## config.mk

```make
export PLATFORM = sky130hd
export DESIGN_NAME = responseMux
export DESIGN_NICKNAME = d
export VERILOG_FILES = /design/src/busPkg.sv /design/src/responseMux.sv
export SDC_FILE = /design/constraint.sdc
export NUM_CORES = 1
export LEC_CHECK = 0
export ABC_CLOCK_PERIOD_IN_PS = 800
export CELL_PAD_IN_SITES_DETAIL_PLACEMENT = 0
export CELL_PAD_IN_SITES_GLOBAL_PLACEMENT = 1
export CORE_MARGIN = 5
export CORE_UTILIZATION = 34
export DETAILED_ROUTE_END_ITERATION = 7
export DONT_BUFFER_PORTS = 1
export MAX_ROUTING_LAYER = met4
export PLACE_DENSITY_LB_ADDON = 0.25
export SETUP_SLACK_MARGIN = 0.3
export SLEW_MARGIN = 0
export SYNTH_ARGS = -nofsm -noshare
export SYNTH_HDL_FRONTEND = slang
export SYNTH_SLANG_ARGS = --single-unit
```

## constraint.sdc

```tcl
create_clock -name vclk -period 0.8
set_input_delay 0.04 -clock vclk [all_inputs]
set_output_delay 0.04 -clock vclk [all_outputs]
set_load 0.02 [all_outputs]
```

## src/busPkg.sv

```systemverilog
// Bus fabric constants
package busPkg;

    // word and byte address widths of the master bus
    localparam int DataWidth = 32;
    localparam int AddrWidth = 32;

    // bytes per bus word, used to drop the byte bits from addresses
    localparam int ByteBits = 2;

    // on-chip sram window
    localparam logic [31:0] SramBase = 32'h0000_0000;
    localparam logic [31:0] SramSize = 32'h0000_0400;

    // slow external-style memory window
    // sits where the sdram would live on the full soc
    localparam logic [31:0] SlowBase = 32'h0100_0000;
    localparam logic [31:0] SlowSize = 32'h0000_0400;

    // number of mapped devices
    localparam int DeviceCount = 2;

    // device positions in the select and valid vectors
    localparam int SramIdx = 0;
    localparam int SlowIdx = 1;

endpackage

```

## src/responseMux.sv

```systemverilog
// Read response selector
`timescale 1ns/10ps

module responseMux (
    input  logic [busPkg::DataWidth-1:0] sramData,
    input  logic                         sramValid,
    input  logic [busPkg::DataWidth-1:0] slowData,
    input  logic                         slowValid,
    input  logic                         defaultValid,
    output logic [busPkg::DataWidth-1:0] readData,
    output logic                         readValid
);
    import busPkg::*;

    // one-hot codes of each device in the valid vector
    localparam logic [DeviceCount-1:0] SramSel = DeviceCount'(1) << SramIdx;
    localparam logic [DeviceCount-1:0] SlowSel = DeviceCount'(1) << SlowIdx;

    logic [DeviceCount-1:0] validVec;

    always_comb begin
        validVec          = '0;
        validVec[SramIdx] = sramValid;
        validVec[SlowIdx] = slowValid;

        // exactly one valid picks its data
        // none or a collision gives zero, which also covers the default read
        case (validVec)
            SramSel: readData = sramData;
            SlowSel: readData = slowData;
            default: readData = '0;
        endcase

        readValid = |validVec | defaultValid;
    end

endmodule

```

==> results of run 1 <==
[layout make-up]
type | count | area share (%)
repair buffers | 8 | 12.4
inverters | 2 | 1.38
multi-input cells | 68 | 84.4
well taps | 16 | 1.84
[cell usage after synthesis (all sizes together)]
cell type  count
buf            6
ha             3
a22oi         32
clkbuf         3
nor2b         32
nand2b         1
inv            2
[what timing repair did]
| action | 4_1_cts | 5_1_grt |
|---|---|---|
| pin swaps | 0 | 1 |
| resized for setup | 4 | 2 |
| hold endpoints to repair | 0 | 0 |
| buffers inserted | 1 | 1 |
| setup endpoints to repair | 33 | 32 |
[per-stage QoR]
stage	util, %	power [uW]	setup WS (ps)	cell area [um2]	TNS, ps
floorplan	-	692	10.3	1020	0
global placement	68.1	762	-56.4	1050	-1360
detailed placement	68.1	772	-73.3	1050	-1700
CTS	69.6	790	-78.4	1070	-2100
global route	70.7	844	-113	1090	-3160
finish	70.7	794	-64.1	1090	-1730
[path summary, 6_finish.rpt]
| path | startpoint | to | slack [ps] | depth (start not counted) |
|---|---|---|---|---|
| min | defaultValid | readValid | 230 | 1 |
| max | sramValid | readData[25] | -60 | 4 |
[kinds of logic (layout without fill, tap and decap cells)]
family	Yosys count	count (layout)
buf+inv	11	10
fa+ha+maj	3	3
compound gates	32	32
simple gates	33	33
[power groups by stage]
stage / Clock (uW) / Sequential (uW) / Combinational [uW]
4_1_cts: 0 / 0 / 790
5_1_grt: 0 / 0 / 844
3_5_place_dp: 0 / 0 / 772
2_1_floorplan: 0 / 0 / 692
3_3_place_gp: 0 / 0 / 762
6_report: 0 / 0 / 794
[routing by layer]
metal,vias up,routed length [um]
li1,290,-
met1,299,753
met2,52,1260
met3,0,260
met4,0,0
met5,-,0
==> flow_summary.toml, run 1 <==
[outcome]
status = "finished with violations"
violations = "setup timing"

[setup_path]
crit_buf_inv = 2
startpoint_type = "primary input"
cp_slowest_stage_delay_ps = 330
cp_cell_sequence = "clkinvlp_4 > ha_4 > buf_12 > nor2b_4"
cp_slowest_cell = "ha_4"
cp.arrival_ps = 820
cp-end-kind = "output pin"
cp_max_fo = 15
path_class = "in2out"
cp_top_family = "adder cells"
required_ps = 760

[cells_and_area]
nClkBuffers = 0
mostFrequentLayoutCells = "32 x nor2b_4, 31 x a22oi_2, 6 x buf_12, 3 x ha_4"
syn2layout_area_growth_pct = 94.9
drive_gt1_share_pct = 98.7
finalNonFillerCells = 94
final-seq-area_um2 = 0
finalNetCount = 150
layout_commonest_cell = "nor2b_4"
nFillCells = 109
multi_input_area_um2 = 920
n_sequential_cell = 0
diodes = 0

[drt]
via_per_inst = 6.82
dr.pass1.iters = 4
drc_errors = 0
ant_nets = 0
finalWirelength_mm = 2.28
drt-initial-drc-count = 3
vias = 641
wl_per_cell_um = 24.2

[clock_tree]
cts_hold_buffers = 0

[timing]
fin_ws_ps = -64.1
tightestPinTransition_ps = 272
period_share_pct = 108
rsz0062_at_grt = "yes"
hold_viol = 0
fin_hold_ws_ps = 232
slew_headroom_pct = 81.9
setup_viol = 32
fmax_mhz = 1160
finalCriticalPeriod_ps = 864
slew_viol_final = 0

[die]
ioPinCount = 100
die_y_um = 50.6
dieArea_mm2 = 0.00256
core_area_mm2 = 0.00154
die_w_um = 50.6
start_util_pct = 36.3
rows = 14

[placement]
hpwl_mm = 1.93
io_buffers = 0
gp_congestion = 0.671
placedCellCount = 92

[synth]
synth_cell_types = 8
syn_area_um2 = 559
synth_compound_area_share_pct = 43.0
ys_warn_count = 0
synth_top_family_by_area = "compound AO/OA/AOI/OAI gates"
synth_area_leaders = "a22oi_1 43%, nor2b_1 36%, ha_1 6.7%"
syn_inst = 79
syn_avg_cell_area_um2 = 7.08
post_synth_and_or_nand_nor_area_fraction_pct = 36.9
synth_area_leader_cell = "a22oi_1"
synth.area.mux_share_pct = 0
synth_xor_area_share_pct = 0
synthesis.nets = 149
synthAdderAreaFrac_pct = 6.71
synth_top_cell_area_share_pct = 43.0
yosysSeqAreaShare_pct = 0

[global_route]
grt.met3_usage_pct = 3.55
grt-busiest-layer = "met2"
grt_max_degree = 18
globalRouteTotalUtil_pct = 17.1
grt_util_met2_pct = 31.8
overflow = 0
grt_pass1_vias = 699
grt_pass1_wl_mm = 3.54
antenna_found_initial = 0
grtUsageMet1_pct = 19.8

[power]
clockPowerShare_pct = 0
p_leak_uw = 0.000364
p_switching_uw = 389
combPwrFrac_pct = 100.0
p_int_uw = 404
vdd_ir_drop_max_mv = 0.376
switching_share_pct = 49.1
power.density_mw_per_mm2 = 728
seqPwrFrac_pct = 0

[job]
maxCapViolCount = 0

[worst_hold_path]
hp-class = "in2out"
Power figures use the tool's default switching activity.
==> run 2: changes to the inputs <==
--- a/config.mk
+++ b/config.mk
@@ -8,7 +8,7 @@
 export ABC_CLOCK_PERIOD_IN_PS = 800
 export CELL_PAD_IN_SITES_DETAIL_PLACEMENT = 0
 export CELL_PAD_IN_SITES_GLOBAL_PLACEMENT = 1
-export CORE_MARGIN = 5
+export CORE_ASPECT_RATIO = 1.2
 export CORE_UTILIZATION = 34
 export DETAILED_ROUTE_END_ITERATION = 7
 export DONT_BUFFER_PORTS = 1
==> run 2 against run 1 <==
The flow still finishes with violations (setup timing). Cell count decreased by 1.1%. Combinational power shrank 3.5%. Setup slack better by 4.4 ps. Die area down 29%. Final area down 2.2%. Non-clock buffer count decreased by 2. First-iteration DRC count is 67% higher. Wire length shrank 21%. Largest power group unchanged. Highest routed layer unchanged.
==> flow_summary.toml, run 2 (same netlist as run 1, synthesis figures left out) <==
[power]
seqPwrFrac_pct = 0
power.density_mw_per_mm2 = 719
p_switching_uw = 378
switching_share_pct = 49.4
p_int_uw = 388
vdd_ir_drop_max_mv = 0.331
p_leak_uw = 0.000352
combPwrFrac_pct = 100.0
clockPowerShare_pct = 0

[drt]
dr.pass1.iters = 4
drc_errors = 0
drt-initial-drc-count = 5
via_per_inst = 6.67
finalWirelength_mm = 1.79
wl_per_cell_um = 19.2
vias = 620
ant_nets = 0

[die]
rows = 15
die_y_um = 46.4
ioPinCount = 100
start_util_pct = 37.7
die_w_um = 39.0
dieArea_mm2 = 0.00181
core_area_mm2 = 0.00148

[cells_and_area]
diodes = 0
syn2layout_area_growth_pct = 90.6
n_sequential_cell = 0
mostFrequentLayoutCells = "30 x a22oi_2, 30 x nor2b_4, 6 x buf_12, 3 x ha_4"
nClkBuffers = 0
drive_gt1_share_pct = 97.4
finalNetCount = 148
final-seq-area_um2 = 0
nFillCells = 112
finalCoreUtilization_pct = 71.9

[timing]
slew_headroom_pct = 83.0
setup_viol = 30
rsz0062_at_grt = "yes"
hold_viol = 0
finalCriticalPeriod_ps = 860
period_share_pct = 107
fin_ws_ps = -59.7
tightestPinTransition_ps = 254
fin_hold_ws_ps = 207
fmax_mhz = 1160
slew_viol_final = 0

[job]
maxCapViolCount = 0

[setup_path]
startpoint_type = "primary input"
cp_max_fo = 14
cp_cell_sequence = "clkinvlp_4 > ha_4 > buf_12 > nor2b_4"
cp_top_family = "adder cells"
path_class = "in2out"
crit_buf_inv = 2
cp_slowest_cell = "ha_4"
required_ps = 760
cp.arrival_ps = 820
cp_slowest_stage_delay_ps = 330
cp-end-kind = "output pin"

[global_route]
globalRouteTotalUtil_pct = 18.4
grt_pass1_wl_mm = 2.43
antenna_found_initial = 0
overflow = 0
grt_pass1_vias = 579
grt_max_degree = 17

[outcome]
status = "finished with violations"
violations = "setup timing"

[placement]
gp_congestion = 0.608
io_buffers = 0
hpwl_mm = 1.52

[worst_hold_path]
hp-class = "in2out"
run 2: changes by cell type in the layout (fill, tap and decap cells not counted):
cell	previous run	this run
nor2b_2	0	2
nand2b_4	0	1
a22oi_1	1	2
buf_4	2	0
nand2b_2	1	0
nor2b_4	32	30
a22oi_2	31	30
run 2: repair_timing:
| action | in CTS | in global routing |
|---|---|---|
| hold buffers | 0 | 0 |
| gates cloned | 0 | 0 |
| endpoints found under the setup margin | 33 | 32 |
| pin swaps | 1 | 0 |
| setup buffers | 0 | 0 |
| gates resized for setup | 2 | 1 |
run 2: final timing paths:
kind	start	end	slack, ps	cells after the start
hold / removal	defaultValid	readValid	210	1
setup / recovery	sramValid	readData[26]	-60	4
run 2: layer usage:
metal  vias to the layer above  global-route usage, %  share of wire (%)
met5                         -                      -                  0
met2                        55                   38.0                 57
li1                        287                      -                  -
met4                         0                      0                  0
met1                       278                   19.3                 30
met3                         0                   1.45                 12
run 2: final cells by class:
cell class	count	area (um2)	area share, %
inverter	2	15.0	1.41
timing repair buffer	6	120	11.3
multi-input combinational	68	910	85.3
tap	17	21.3	2.00
run 2: per-stage QoR:
stage / instances / TNS [ps] / worst slack [ps] / total power (uW) / area [um2]
2_1_floorplan: 79 / 0 / 10.3 / 692 / 1020
3_3_place_gp: 93 / -1090 / -47.0 / 755 / 1050
3_5_place_dp: 93 / -1720 / -74.4 / 768 / 1050
4_1_cts: 93 / -1640 / -65.2 / 777 / 1060
5_1_grt: 93 / -2400 / -91.9 / 807 / 1070
6_report: 93 / -1530 / -59.7 / 766 / 1070
run 2: power by group through the flow:
stage	Sequential (uW)	Clock (uW)	Combinational, uW
CTS	0	0	777
detailed placement	0	0	768
global route	0	0	807
global placement	0	0	755
floorplan	0	0	692
finish	0	0	766
