[src/busPkg.sv]
// Bus fabric constants
package busPkg;

    // word and byte address widths of the master bus
    localparam int DataWidth = 32;
    localparam int AddrWidth = 32;

    // bytes per bus word, used to drop the byte bits from addresses
    localparam int ByteBits = 2;

    // on-chip sram window
    localparam logic [31:0] SramBase = 32'h0000_0000;
    localparam logic [31:0] SramSize = 32'h0000_0400;

    // slow external-style memory window
    // sits where the sdram would live on the full soc
    localparam logic [31:0] SlowBase = 32'h0100_0000;
    localparam logic [31:0] SlowSize = 32'h0000_0400;

    // number of mapped devices
    localparam int DeviceCount = 2;

    // device positions in the select and valid vectors
    localparam int SramIdx = 0;
    localparam int SlowIdx = 1;

endpackage

[src/slaveBus.sv]
// Fabric to device bus
`timescale 1ns/10ps

interface slaveBus #(
    parameter int Words = 256
);
    import busPkg::*;

    // word address width follows the device depth
    localparam int WordBits = $clog2(Words);

    // request side, driven by the decoder
    logic                 read;
    logic                 write;
    logic [WordBits-1:0]  wordAddress;
    logic [DataWidth-1:0] writeData;

    // response side, driven by the device
    logic [DataWidth-1:0] readData;
    logic                 readValid;
    logic                 waitRequest;

    modport fabric (
        output read, write, wordAddress, writeData,
        input  readData, readValid, waitRequest
    );

    modport device (
        input  read, write, wordAddress, writeData,
        output readData, readValid, waitRequest
    );

endinterface

[src/addressDecoder.sv]
// Address decode stage
`timescale 1ns/10ps

module addressDecoder #(
    parameter int SramWords = 256,
    parameter int SlowWords = 256
) (
    input  logic                         clk,
    input  logic                         reset,
    input  logic [busPkg::AddrWidth-1:0] address,
    input  logic                         read,
    input  logic                         write,
    input  logic [busPkg::DataWidth-1:0] writeData,
    output logic                         waitRequest,
    output logic                         defaultValid,
    slaveBus.fabric                      sramBus,
    slaveBus.fabric                      slowBus
);
    import busPkg::*;

    // word address bits each device needs
    localparam int SramBits = $clog2(SramWords);
    localparam int SlowBits = $clog2(SlowWords);

    logic [DeviceCount-1:0] hit;
    logic                   defaultRead;
    logic                   defaultPipe;

    // window compare, same pattern for every device
    assign hit[SramIdx] = (address >= SramBase) && (address <= (SramBase + (SramSize - 1)));
    assign hit[SlowIdx] = (address >= SlowBase) && (address <= (SlowBase + (SlowSize - 1)));

    // sram strobes
    assign sramBus.read        = read & hit[SramIdx];
    assign sramBus.write       = write & hit[SramIdx];
    assign sramBus.wordAddress = address[SramBits+ByteBits-1:ByteBits];
    assign sramBus.writeData   = writeData;

    // slow memory strobes
    assign slowBus.read        = read & hit[SlowIdx];
    assign slowBus.write       = write & hit[SlowIdx];
    assign slowBus.wordAddress = address[SlowBits+ByteBits-1:ByteBits];
    assign slowBus.writeData   = writeData;

    // stall only comes from the slow window
    assign waitRequest = hit[SlowIdx] & slowBus.waitRequest;

    // unmapped read gets a zero answer later on
    // unmapped writes just fall through
    assign defaultRead = read & ~|hit;

    // two stage delay for the default response
    always_ff @(posedge clk or posedge reset) begin
        if (reset) begin
            defaultPipe  <= 1'b0;
            defaultValid <= 1'b0;
        end else begin
            defaultPipe  <= defaultRead;
            defaultValid <= defaultPipe;
        end
    end

endmodule

[src/flat_wrapper.sv]
// flat-port wrapper written by rule: the top's interface ports become plain ports
module addressDecoder_flat import busPkg::*;
#(
    parameter int SramWords = 256,
    parameter int SlowWords = 256
)
  (clk, reset, address, read, write, writeData, waitRequest, defaultValid, sramBus_read, sramBus_write, sramBus_wordAddress, sramBus_writeData, sramBus_readData, sramBus_readValid, sramBus_waitRequest, slowBus_read, slowBus_write, slowBus_wordAddress, slowBus_writeData, slowBus_readData, slowBus_readValid, slowBus_waitRequest);
  slaveBus sramBus_i ();
  slaveBus slowBus_i ();
  input  logic clk;
  input  logic reset;
  input  logic [busPkg::AddrWidth-1:0] address;
  input  logic read;
  input  logic write;
  input  logic [busPkg::DataWidth-1:0] writeData;
  output logic waitRequest;
  output logic defaultValid;
  output wire logic [$bits(sramBus_i.read)-1:0] sramBus_read;
  output wire logic [$bits(sramBus_i.write)-1:0] sramBus_write;
  output wire logic [$bits(sramBus_i.wordAddress)-1:0] sramBus_wordAddress;
  output wire logic [$bits(sramBus_i.writeData)-1:0] sramBus_writeData;
  input wire logic [$bits(sramBus_i.readData)-1:0] sramBus_readData;
  input wire logic [$bits(sramBus_i.readValid)-1:0] sramBus_readValid;
  input wire logic [$bits(sramBus_i.waitRequest)-1:0] sramBus_waitRequest;
  output wire logic [$bits(slowBus_i.read)-1:0] slowBus_read;
  output wire logic [$bits(slowBus_i.write)-1:0] slowBus_write;
  output wire logic [$bits(slowBus_i.wordAddress)-1:0] slowBus_wordAddress;
  output wire logic [$bits(slowBus_i.writeData)-1:0] slowBus_writeData;
  input wire logic [$bits(slowBus_i.readData)-1:0] slowBus_readData;
  input wire logic [$bits(slowBus_i.readValid)-1:0] slowBus_readValid;
  input wire logic [$bits(slowBus_i.waitRequest)-1:0] slowBus_waitRequest;
  assign sramBus_read = sramBus_i.read;
  assign sramBus_write = sramBus_i.write;
  assign sramBus_wordAddress = sramBus_i.wordAddress;
  assign sramBus_writeData = sramBus_i.writeData;
  assign sramBus_i.readData = sramBus_readData;
  assign sramBus_i.readValid = sramBus_readValid;
  assign sramBus_i.waitRequest = sramBus_waitRequest;
  assign slowBus_read = slowBus_i.read;
  assign slowBus_write = slowBus_i.write;
  assign slowBus_wordAddress = slowBus_i.wordAddress;
  assign slowBus_writeData = slowBus_i.writeData;
  assign slowBus_i.readData = slowBus_readData;
  assign slowBus_i.readValid = slowBus_readValid;
  assign slowBus_i.waitRequest = slowBus_waitRequest;
  addressDecoder #(.SramWords(SramWords), .SlowWords(SlowWords)) u_core (.clk(clk), .reset(reset), .address(address), .read(read), .write(write), .writeData(writeData), .waitRequest(waitRequest), .defaultValid(defaultValid), .sramBus(sramBus_i), .slowBus(slowBus_i));
endmodule
[config.mk]
export PLATFORM = sky130hd
export DESIGN_NAME = addressDecoder_flat
export DESIGN_NICKNAME = d
export VERILOG_FILES = /design/src/busPkg.sv /design/src/slaveBus.sv /design/src/addressDecoder.sv /design/src/flat_wrapper.sv
export SDC_FILE = /design/constraint.sdc
export NUM_CORES = 1
export LEC_CHECK = 0
export BUFFER_PORTS_ARGS = -buffer_cell sky130_fd_sc_hd__buf_4
export CAP_MARGIN = 20
export CORE_AREA = 2 2 86 88
export CTS_BUF_LIST = sky130_fd_sc_hd__clkbuf_4 sky130_fd_sc_hd__clkbuf_8
export CTS_CLUSTER_SIZE = 12
export DETAILED_ROUTE_END_ITERATION = 6
export DIE_AREA = 0 0 88 90
export HOLD_SLACK_MARGIN = 0.15
export SYNTH_ARGS = -nofsm -noshare
export SYNTH_HDL_FRONTEND = slang
export SYNTH_SLANG_ARGS = --single-unit
export TNS_END_PERCENT = 30
[constraint.sdc]
create_clock -name clk -period 0.8 [get_ports clk]
set_input_delay 0.04 -clock clk [delete_from_list [all_inputs] [get_ports clk]]
set_output_delay 0.04 -clock clk [all_outputs]
set_load 0.01 [all_outputs]
==> run summary, run 1 <==
CTS saw 2 sinks. The min-delay analysis places its worst path in the category in2reg. The run finished, with violations left. The data arrival time of the critical path came out at 1010 ps.

The sort of element at the end of the critical path is a primary output. The share of final-layout standard cells stronger than drive strength 1 is 45.5%. The number of antenna repair diodes came out at 0. The detailed-routing iteration count for the pre-antenna-repair pass is 2. Adding up every negative setup slack in the final design gives -1120 ps. The core region is 7020 sq um. The total track usage came out at 5.03%.

The pin slew with the least headroom to its limit came out at 341 ps. The TritonCTS buffer count is 3. In the post-synthesis netlist, the biggest area contributors are sky130_fd_sc_hd__buf_4 78%, sky130_fd_sc_hd__dfrtp_1 6.5%, sky130_fd_sc_hd__nor4_1 3.2%, sky130_fd_sc_hd__nor4_2 3.2%, sky130_fd_sc_hd__nor3_1 2.6%. The post-detailed-route wirelength per cell came out at 12.6 microns. In the routed design, unresolved DRC markers number 0. The met1 layer usage reported by global route is 2.26%. The design draws 1.02 mW.

The routed layout has 582 vias. The worst register-to-register path ends at u_core.defaultValid. sky130_fd_sc_hd__buf_4 takes more of the synthesized area than any other cell. The routability congestion estimate came out at 0.507. The placed instance area is 547 sq um. The area of the die is 7920 sq um. The number of buffers added on ports is 32.

The net count after synthesis is 238. The finished cells cover 1100 sq um. The number of hold-slack violations in the final timing report is 0. The maximum net fanout on the critical path came out at 6. The final reports fail on setup timing. The initial DRC count came out at 3. The area growth from synthesis to final layout is 43.3%.

Across the VDD grid, the largest voltage drop is 0.349 mV. The clock-pin slew on the worst setup and hold paths is 30 ps. The average instance area after synthesis came out at 7.56 sq um. The maximum number of pins on one net before global-route repair came out at 7. The standby leakage power came out at 0.453 nW. In this run the deepest clock path goes through 2 buffers. The total of fill cells in the finished design came out at 768. From bottom edge to top edge, the die measures 90 microns.

The required time at the endpoint of the critical path is 760 ps. Once detail routing completed, the nets flagged for antenna violations numbered 0. The fraction of synthesized cell area taken by the top area cell type came out at 77.9%. Summing every instance area after synthesis gives 771 sq um. The number of max-slew violations in the final report is 0. The part of the cycle the worst path needs came out at 132%. The signal on the critical path passes through buf_6 -> nor4_4 -> nand4_4 -> nor4_2 -> buf_4. The worst slew slack as a fraction of its limit came out at 77.3%. The number of I/O pins is 222. The cell at the root of the clock tree is sky130_fd_sc_hd__clkbuf_8. After global routing, the most crowded layer is met2. The launch point of the worst path is address[15]. The power per cell area is 921 nW/um^2. Clock skew on the completed layout was measured at 5.54 ps. The number of nets in the finished design came out at 237.

In this run the number of H-tree levels came out at 1. The HPWL after detailed placement is 1810 microns. The netlist uses 10 different library cells. The shortest period the worst path allows came out at 1050 ps. The worst register-to-register path has a setup slack of 330 ps. The slowest stage of the critical path belongs to the cell sky130_fd_sc_hd__nor4_4.

TritonCTS built the clock tree. The floorplan has 31 rows. The placement-stage worst setup slack came out at -332 ps. Clock latency on the worst-skew pair, taken at its later pin, is 210 ps. The initial core utilization came out at 11.0%.

The final worst slack came out at -253 ps. The via count of the first global-routing pass is 539. The upper clock frequency limit is 950 MHz.

The critical path ends at sramBus_read. Synthesis produced a netlist whose cell count is 102. The number of warnings issued by yosys is 0. The count of cells along the worst register-to-register path came out at 0. Dividing the detail-routed via count by the number of cells gives 2.94. The number of antenna violations at the first check in global routing is 0. The total wire length is 2500 microns. The wire length of the first global-routing pass is 2880 microns. The horizontal extent of the die came out at 88 microns. The sum of overflow across all layers after global routing came out at 0. The global routing met3 resource utilization is 3.03%. The sequential area share after synthesis came out at 6.49%. The startpoint identified for the worst register-to-register timing path is u_core.defaultPipe. The post-synthesis register bit count came out at 2.

For this run, the slowest stage of the critical path takes 300 ps. The max-capacitance violation count came out at 0. STA classifies the critical path startpoint as a primary input. The worst setup path is of the in2out kind. Setup repair after global routing could not meet its margin everywhere. The count of endpoints failing setup in the final report came out at 5. For met2 alone, demand over resource in global routing was 12.2%.
## worst min path at each step
stage | start | cells past startpoint | endpoint
5_1_grt | address[28] | 4 | u_core.defaultPipe
3_3_place_gp | reset | 2 | u_core.defaultValid
4_1_cts | address[15] | 4 | u_core.defaultPipe
3_5_place_dp | reset | 2 | u_core.defaultValid
2_1_floorplan | reset | 1 | u_core.defaultPipe
6_report | address[28] | 4 | u_core.defaultPipe
## layer usage
metal | routed length [microns] | vias up | share of wire [%]
li1 | - | 237 | -
met2 | 1470 | 103 | 59
met3 | 515 | 2 | 21
met5 | 0 | - | 0
met1 | 507 | 240 | 20
met4 | 4 | 0 | 0.16
## area by class of cell
type	instances	area, sq um	area share [%]
Inverter	3	11.3	1.02
Clock buffer	3	41.3	3.74
Timing Repair Buffer	74	688	62.3
Sequential cell	2	50.0	4.53
Tap cell	99	124	11.2
Multi-Input combinational cell	17	190	17.2
## state kept, by name, summed over array words and instances (netlist names)
| signal | count |
|---|---|
| u_core.defaultValid | 1 |
| u_core.defaultPipe | 1 |
## synthesized netlist by cell type
master	number
sky130_fd_sc_hd__buf_4	80
sky130_fd_sc_hd__nor4_2	2
sky130_fd_sc_hd__nor4_1	4
sky130_fd_sc_hd__nor3_1	4
sky130_fd_sc_hd__nand4_2	1
sky130_fd_sc_hd__nor2_1	1
sky130_fd_sc_hd__dfrtp_1	2
sky130_fd_sc_hd__inv_1	3
sky130_fd_sc_hd__o21a_1	1
sky130_fd_sc_hd__nand2_1	4
## cell usage in the layout (no fill, tap or decap)
cell                             instances
sky130_fd_sc_hd__dlygate4sd3_1          40
sky130_fd_sc_hd__buf_4                  26
sky130_fd_sc_hd__buf_6                   6
sky130_fd_sc_hd__nor4_4                  4
sky130_fd_sc_hd__nand2_1                 3
sky130_fd_sc_hd__inv_1                   3
sky130_fd_sc_hd__clkbuf_8                3
sky130_fd_sc_hd__nor3_2                  2
sky130_fd_sc_hd__nor4_2                  2
sky130_fd_sc_hd__nor3_1                  2
sky130_fd_sc_hd__dlymetal6s4s_1          2
sky130_fd_sc_hd__dfrtp_1                 2
sky130_fd_sc_hd__nor2_1                  1
sky130_fd_sc_hd__nand4_4                 1
sky130_fd_sc_hd__nand2_2                 1
sky130_fd_sc_hd__o21a_1                  1
## cells by family after synthesis
logic type,count (synthesis),synth area share (%)
buffers and inverters,83,79.4
and+or+nand+nor,16,13.1
DFF,2,6.49
AOI/OAI and AO/OA,1,0.974
## metrics by stage
stage                     instances  hold slack [ps]  util (%)
after floorplan                 102             -219         -
after CTS                       198              215      15.0
after global placement          153            -75.9      7.79
after detailed placement        153            -71.0      7.79
after global routing            198              219      15.7
final                           198              206      15.7
## where the power goes
part           switching, mW  internal (mW)
registers            0.00126          0.107
clock network         0.0763          0.318
logic                  0.261          0.254
total                  0.338          0.679
## worst max-delay path: cells and delay by family
family / cells / cell delay, ps
buffers and inverters: 2 / 260
and+or+nand+nor: 3 / 710
## timing repair
action / CTS / global route
endpoints found under the setup margin: 6 / 10
hold endpoints to repair: 83 / 0
hold buffers: 42 / 0
buffers inserted: 0 / 0
gates resized for setup: 8 / 10
pin swaps: 4 / 5
Note: power is estimated with default switching activity, not from simulation.
==> inputs of run 2 (changes only) <==
--- a/config.mk
+++ b/config.mk
@@ -7,11 +7,11 @@
 export LEC_CHECK = 0
 export BUFFER_PORTS_ARGS = -buffer_cell sky130_fd_sc_hd__buf_4
 export CAP_MARGIN = 20
-export CORE_AREA = 2 2 86 88
+export CORE_AREA = 2 2 85 87
 export CTS_BUF_LIST = sky130_fd_sc_hd__clkbuf_4 sky130_fd_sc_hd__clkbuf_8
 export CTS_CLUSTER_SIZE = 12
 export DETAILED_ROUTE_END_ITERATION = 6
-export DIE_AREA = 0 0 88 90
+export DIE_AREA = 0 0 87 89
 export HOLD_SLACK_MARGIN = 0.15
 export SYNTH_ARGS = -nofsm -noshare
 export SYNTH_HDL_FRONTEND = slang
==> constraint.sdc (replaced) <==
create_clock -name clk -period 1.3 [get_ports clk]
set_input_delay 0.065 -clock clk [delete_from_list [all_inputs] [get_ports clk]]
set_output_delay 0.065 -clock clk [all_outputs]
set_load 0.01 [all_outputs]
==> run summary, run 2 (synthesis results as in run 1) <==
The run finished with clean final reports. The worst flop-to-flop path endpoint is u_core.defaultValid. The number of hold-slack violations in the final timing report came out at 0. The peak supply drop is 0.211 mV.

Setup slack on the critical path of the routed design comes to 71.5 ps. The detail route stage leaves a number of antenna-violating nets equal to 0. The power consumption is 596 uW. The root buffer cell chosen for the clock tree is sky130_fd_sc_hd__clkbuf_8. The shortest period the worst path allows is 1230 ps. Using the TritonRoute via totals, the vias-per-cell ratio works out to 3.21. The total DRC errors in the routed layout is 0. The via count of the first global-routing pass came out at 507. The placement-stage worst setup slack is 64.4 ps.

Once the floorplan was initialized, standard cells occupied 11.5% of the core. Entering global routing, the biggest net connects 7 pins. Tracing the worst setup path back leads to its startpoint at address[16]. The part of the cycle the worst path needs came out at 94.5%. In this run the power spent charging and discharging nets is 191 uW.

The longest clock path from root to sink contains 2 buffers. After floorplanning, the core was divided into 30 placement rows. The final setup skew came out at 6.53 ps. The wire length of the first global-routing pass is 2210 microns. Static timing analysis puts the maximum clock frequency at 814 MHz.

Detailed routing inserted a total of 574 vias. The clock-pin slew on the worst setup and hold paths came out at 30 ps. In the layout the commonest cells are 42 x sky130_fd_sc_hd__dlygate4sd3_1, 32 x sky130_fd_sc_hd__buf_4, 4 x sky130_fd_sc_hd__nor3_1, 4 x sky130_fd_sc_hd__nand2_1. The clock drives 2 sinks. Following the worst setup path forward leads to its endpoint at sramBus_write. The sum of overflow across all layers after global routing came out at 0. STA classifies the critical path endpoint as a primary output. The switching power share of the total is 32.0%. The worst slew slack as a fraction of its limit is 79.4%.

The setup slack on the worst flop-to-flop path came out at 830 ps. The number of antenna diodes in the final layout is 0. Leaving out fill and tap cells, the most frequent cell in the layout is sky130_fd_sc_hd__dlygate4sd3_1. The critical register-to-register path startpoint is u_core.defaultPipe.

The proportion of power drawn by the clock network came out at 41.5%. The number of H-tree levels came out at 1. The largest registers in the layout are u_core.defaultPipe: 1 flops, u_core.defaultValid: 1 flops. The number of standard cells in the final layout excluding fillers is 179. Setup repair after global routing could not meet its margin everywhere. The max-capacitance violation count came out at 0.

The standby leakage power came out at 0.418 nW. The total track usage is 4.06%. The power per cell area came out at 610 nW/um^2. The worst setup path is launched from a primary input. The horizontal extent of the die came out at 87 microns.

The initial DRC count is 8. The number of buffers added on ports came out at 32. Of the total power, combinational logic draws 47.4%. Per report_power, the sequential group accounts for 11.2% of the total. The detailed-routing iteration count for the pre-antenna-repair pass is 4. The area of the die is 7740 sq um. The type of the most critical hold path is in2reg. The data arrival time of the critical path is 1160 ps. For the worst flop-to-flop path, the logic depth is 0. The maximum net fanout on the critical path came out at 6.

The region available for standard cell placement spans 6720 sq um. From synthesis to final layout, the design area changed by 26.9%. The design internal power is 406 uW. The total wire length is 2000 microns. The number of max-slew violations in the final report came out at 0.

The TritonCTS buffer count came out at 3. After detailed routing, the average wire length per cell comes to 11.2 microns. Routability-driven placement finished with a final weighted congestion of 0.561. 222 I/O pins were placed. TritonCTS built the clock tree. The HPWL after detailed placement came out at 1390 microns.

The die is 89 microns tall. The category of the critical setup timing path is in2out. The number of cells in the design after placement is 134.

The post-route setup TNS is 0 ps. Of the cells placed in the final design, the portion with a size suffix greater than 1 is 39.4%. The pin slew with the least headroom to its limit is 308 ps. The number of antenna violations at the first check in global routing is 0. Setup violations remaining at the end of the flow were counted as 0. The clock latency reported for the late side of the worst-skew pair is 210 ps. The number of nets in the finished design is 237. The required time at the endpoint of the critical path is 1240 ps.
==> run 2: cell count changes in the layout (fill, tap and decap cells not counted) <==
cell / change
sky130_fd_sc_hd__nor4_2: +1
sky130_fd_sc_hd__nand2_1: +1
sky130_fd_sc_hd__buf_6: -6
sky130_fd_sc_hd__nand2_2: -1
sky130_fd_sc_hd__nor4_1: +3
sky130_fd_sc_hd__nand4_2: +1
sky130_fd_sc_hd__buf_4: +6
sky130_fd_sc_hd__dlymetal6s4s_1: -2
sky130_fd_sc_hd__dlygate4sd3_1: +2
sky130_fd_sc_hd__nor3_2: -2
sky130_fd_sc_hd__nor4_4: -4
sky130_fd_sc_hd__nor3_1: +2
sky130_fd_sc_hd__nand4_4: -1
==> run 2: worst min path at each step <==
stage | start | endpoint | slack [ps] | depth (start not counted)
3_5_place_dp | reset | u_core.defaultValid | -70 | 2
2_1_floorplan | reset | u_core.defaultPipe | -190 | 1
3_3_place_gp | reset | u_core.defaultValid | -70 | 2
4_1_cts | address[21] | u_core.defaultPipe | 250 | 4
6_report | address[21] | u_core.defaultPipe | 270 | 4
5_1_grt | address[21] | u_core.defaultPipe | 300 | 4
==> run 2: final cells by class <==
cell class | count | area (sq um)
fillers | 768 | 5740
multi-input cells | 17 | 115
inverters | 3 | 11.3
well taps | 80 | 100
clock buffers | 3 | 41.3
flip-flops and latches | 2 | 50.0
repair buffers | 74 | 661
==> run 2: per-stage QoR <==
stage / util (%) / area, sq um / hold WS [ps]
after floorplan: - / 771 / -194
after global placement: 7.60 / 510 / -74.6
after detailed placement: 7.60 / 510 / -71.8
after CTS: 14.5 / 972 / 252
after global routing: 14.6 / 978 / 301
final: 14.6 / 978 / 267
==> run 2: layer usage <==
layer,vias to the layer above,global-route usage (%),wire length [microns]
met5,-,0,0
met3,4,2.59,476
met2,101,8.40,1030
met1,233,2.75,489
met4,0,1.70,13
li1,236,-,-
==> run 2: power groups by stage <==
stage	registers [mW]	clock network [mW]	logic, mW
detailed placement	0.0672	0	0.0800
floorplan	0.0680	0	0.265
global route	0.0671	0.262	0.302
global placement	0.0672	0	0.0791
CTS	0.0666	0.259	0.285
finish	0.0666	0.247	0.283
==> run 2: what timing repair did <==
action | in CTS | in global routing
hold endpoints to repair | 83 | 0
endpoints found under the setup margin | 0 | 1
buffers inserted | 0 | 0
hold buffers | 42 | 0
gates resized for setup | 0 | 1
==> run 2: worst max-delay path: stages <==
cell and delay, ps:
sky130_fd_sc_hd__buf_4 110, sky130_fd_sc_hd__nor4_2 300, sky130_fd_sc_hd__nand4_2 220, sky130_fd_sc_hd__nor4_1 290
sky130_fd_sc_hd__buf_4 170
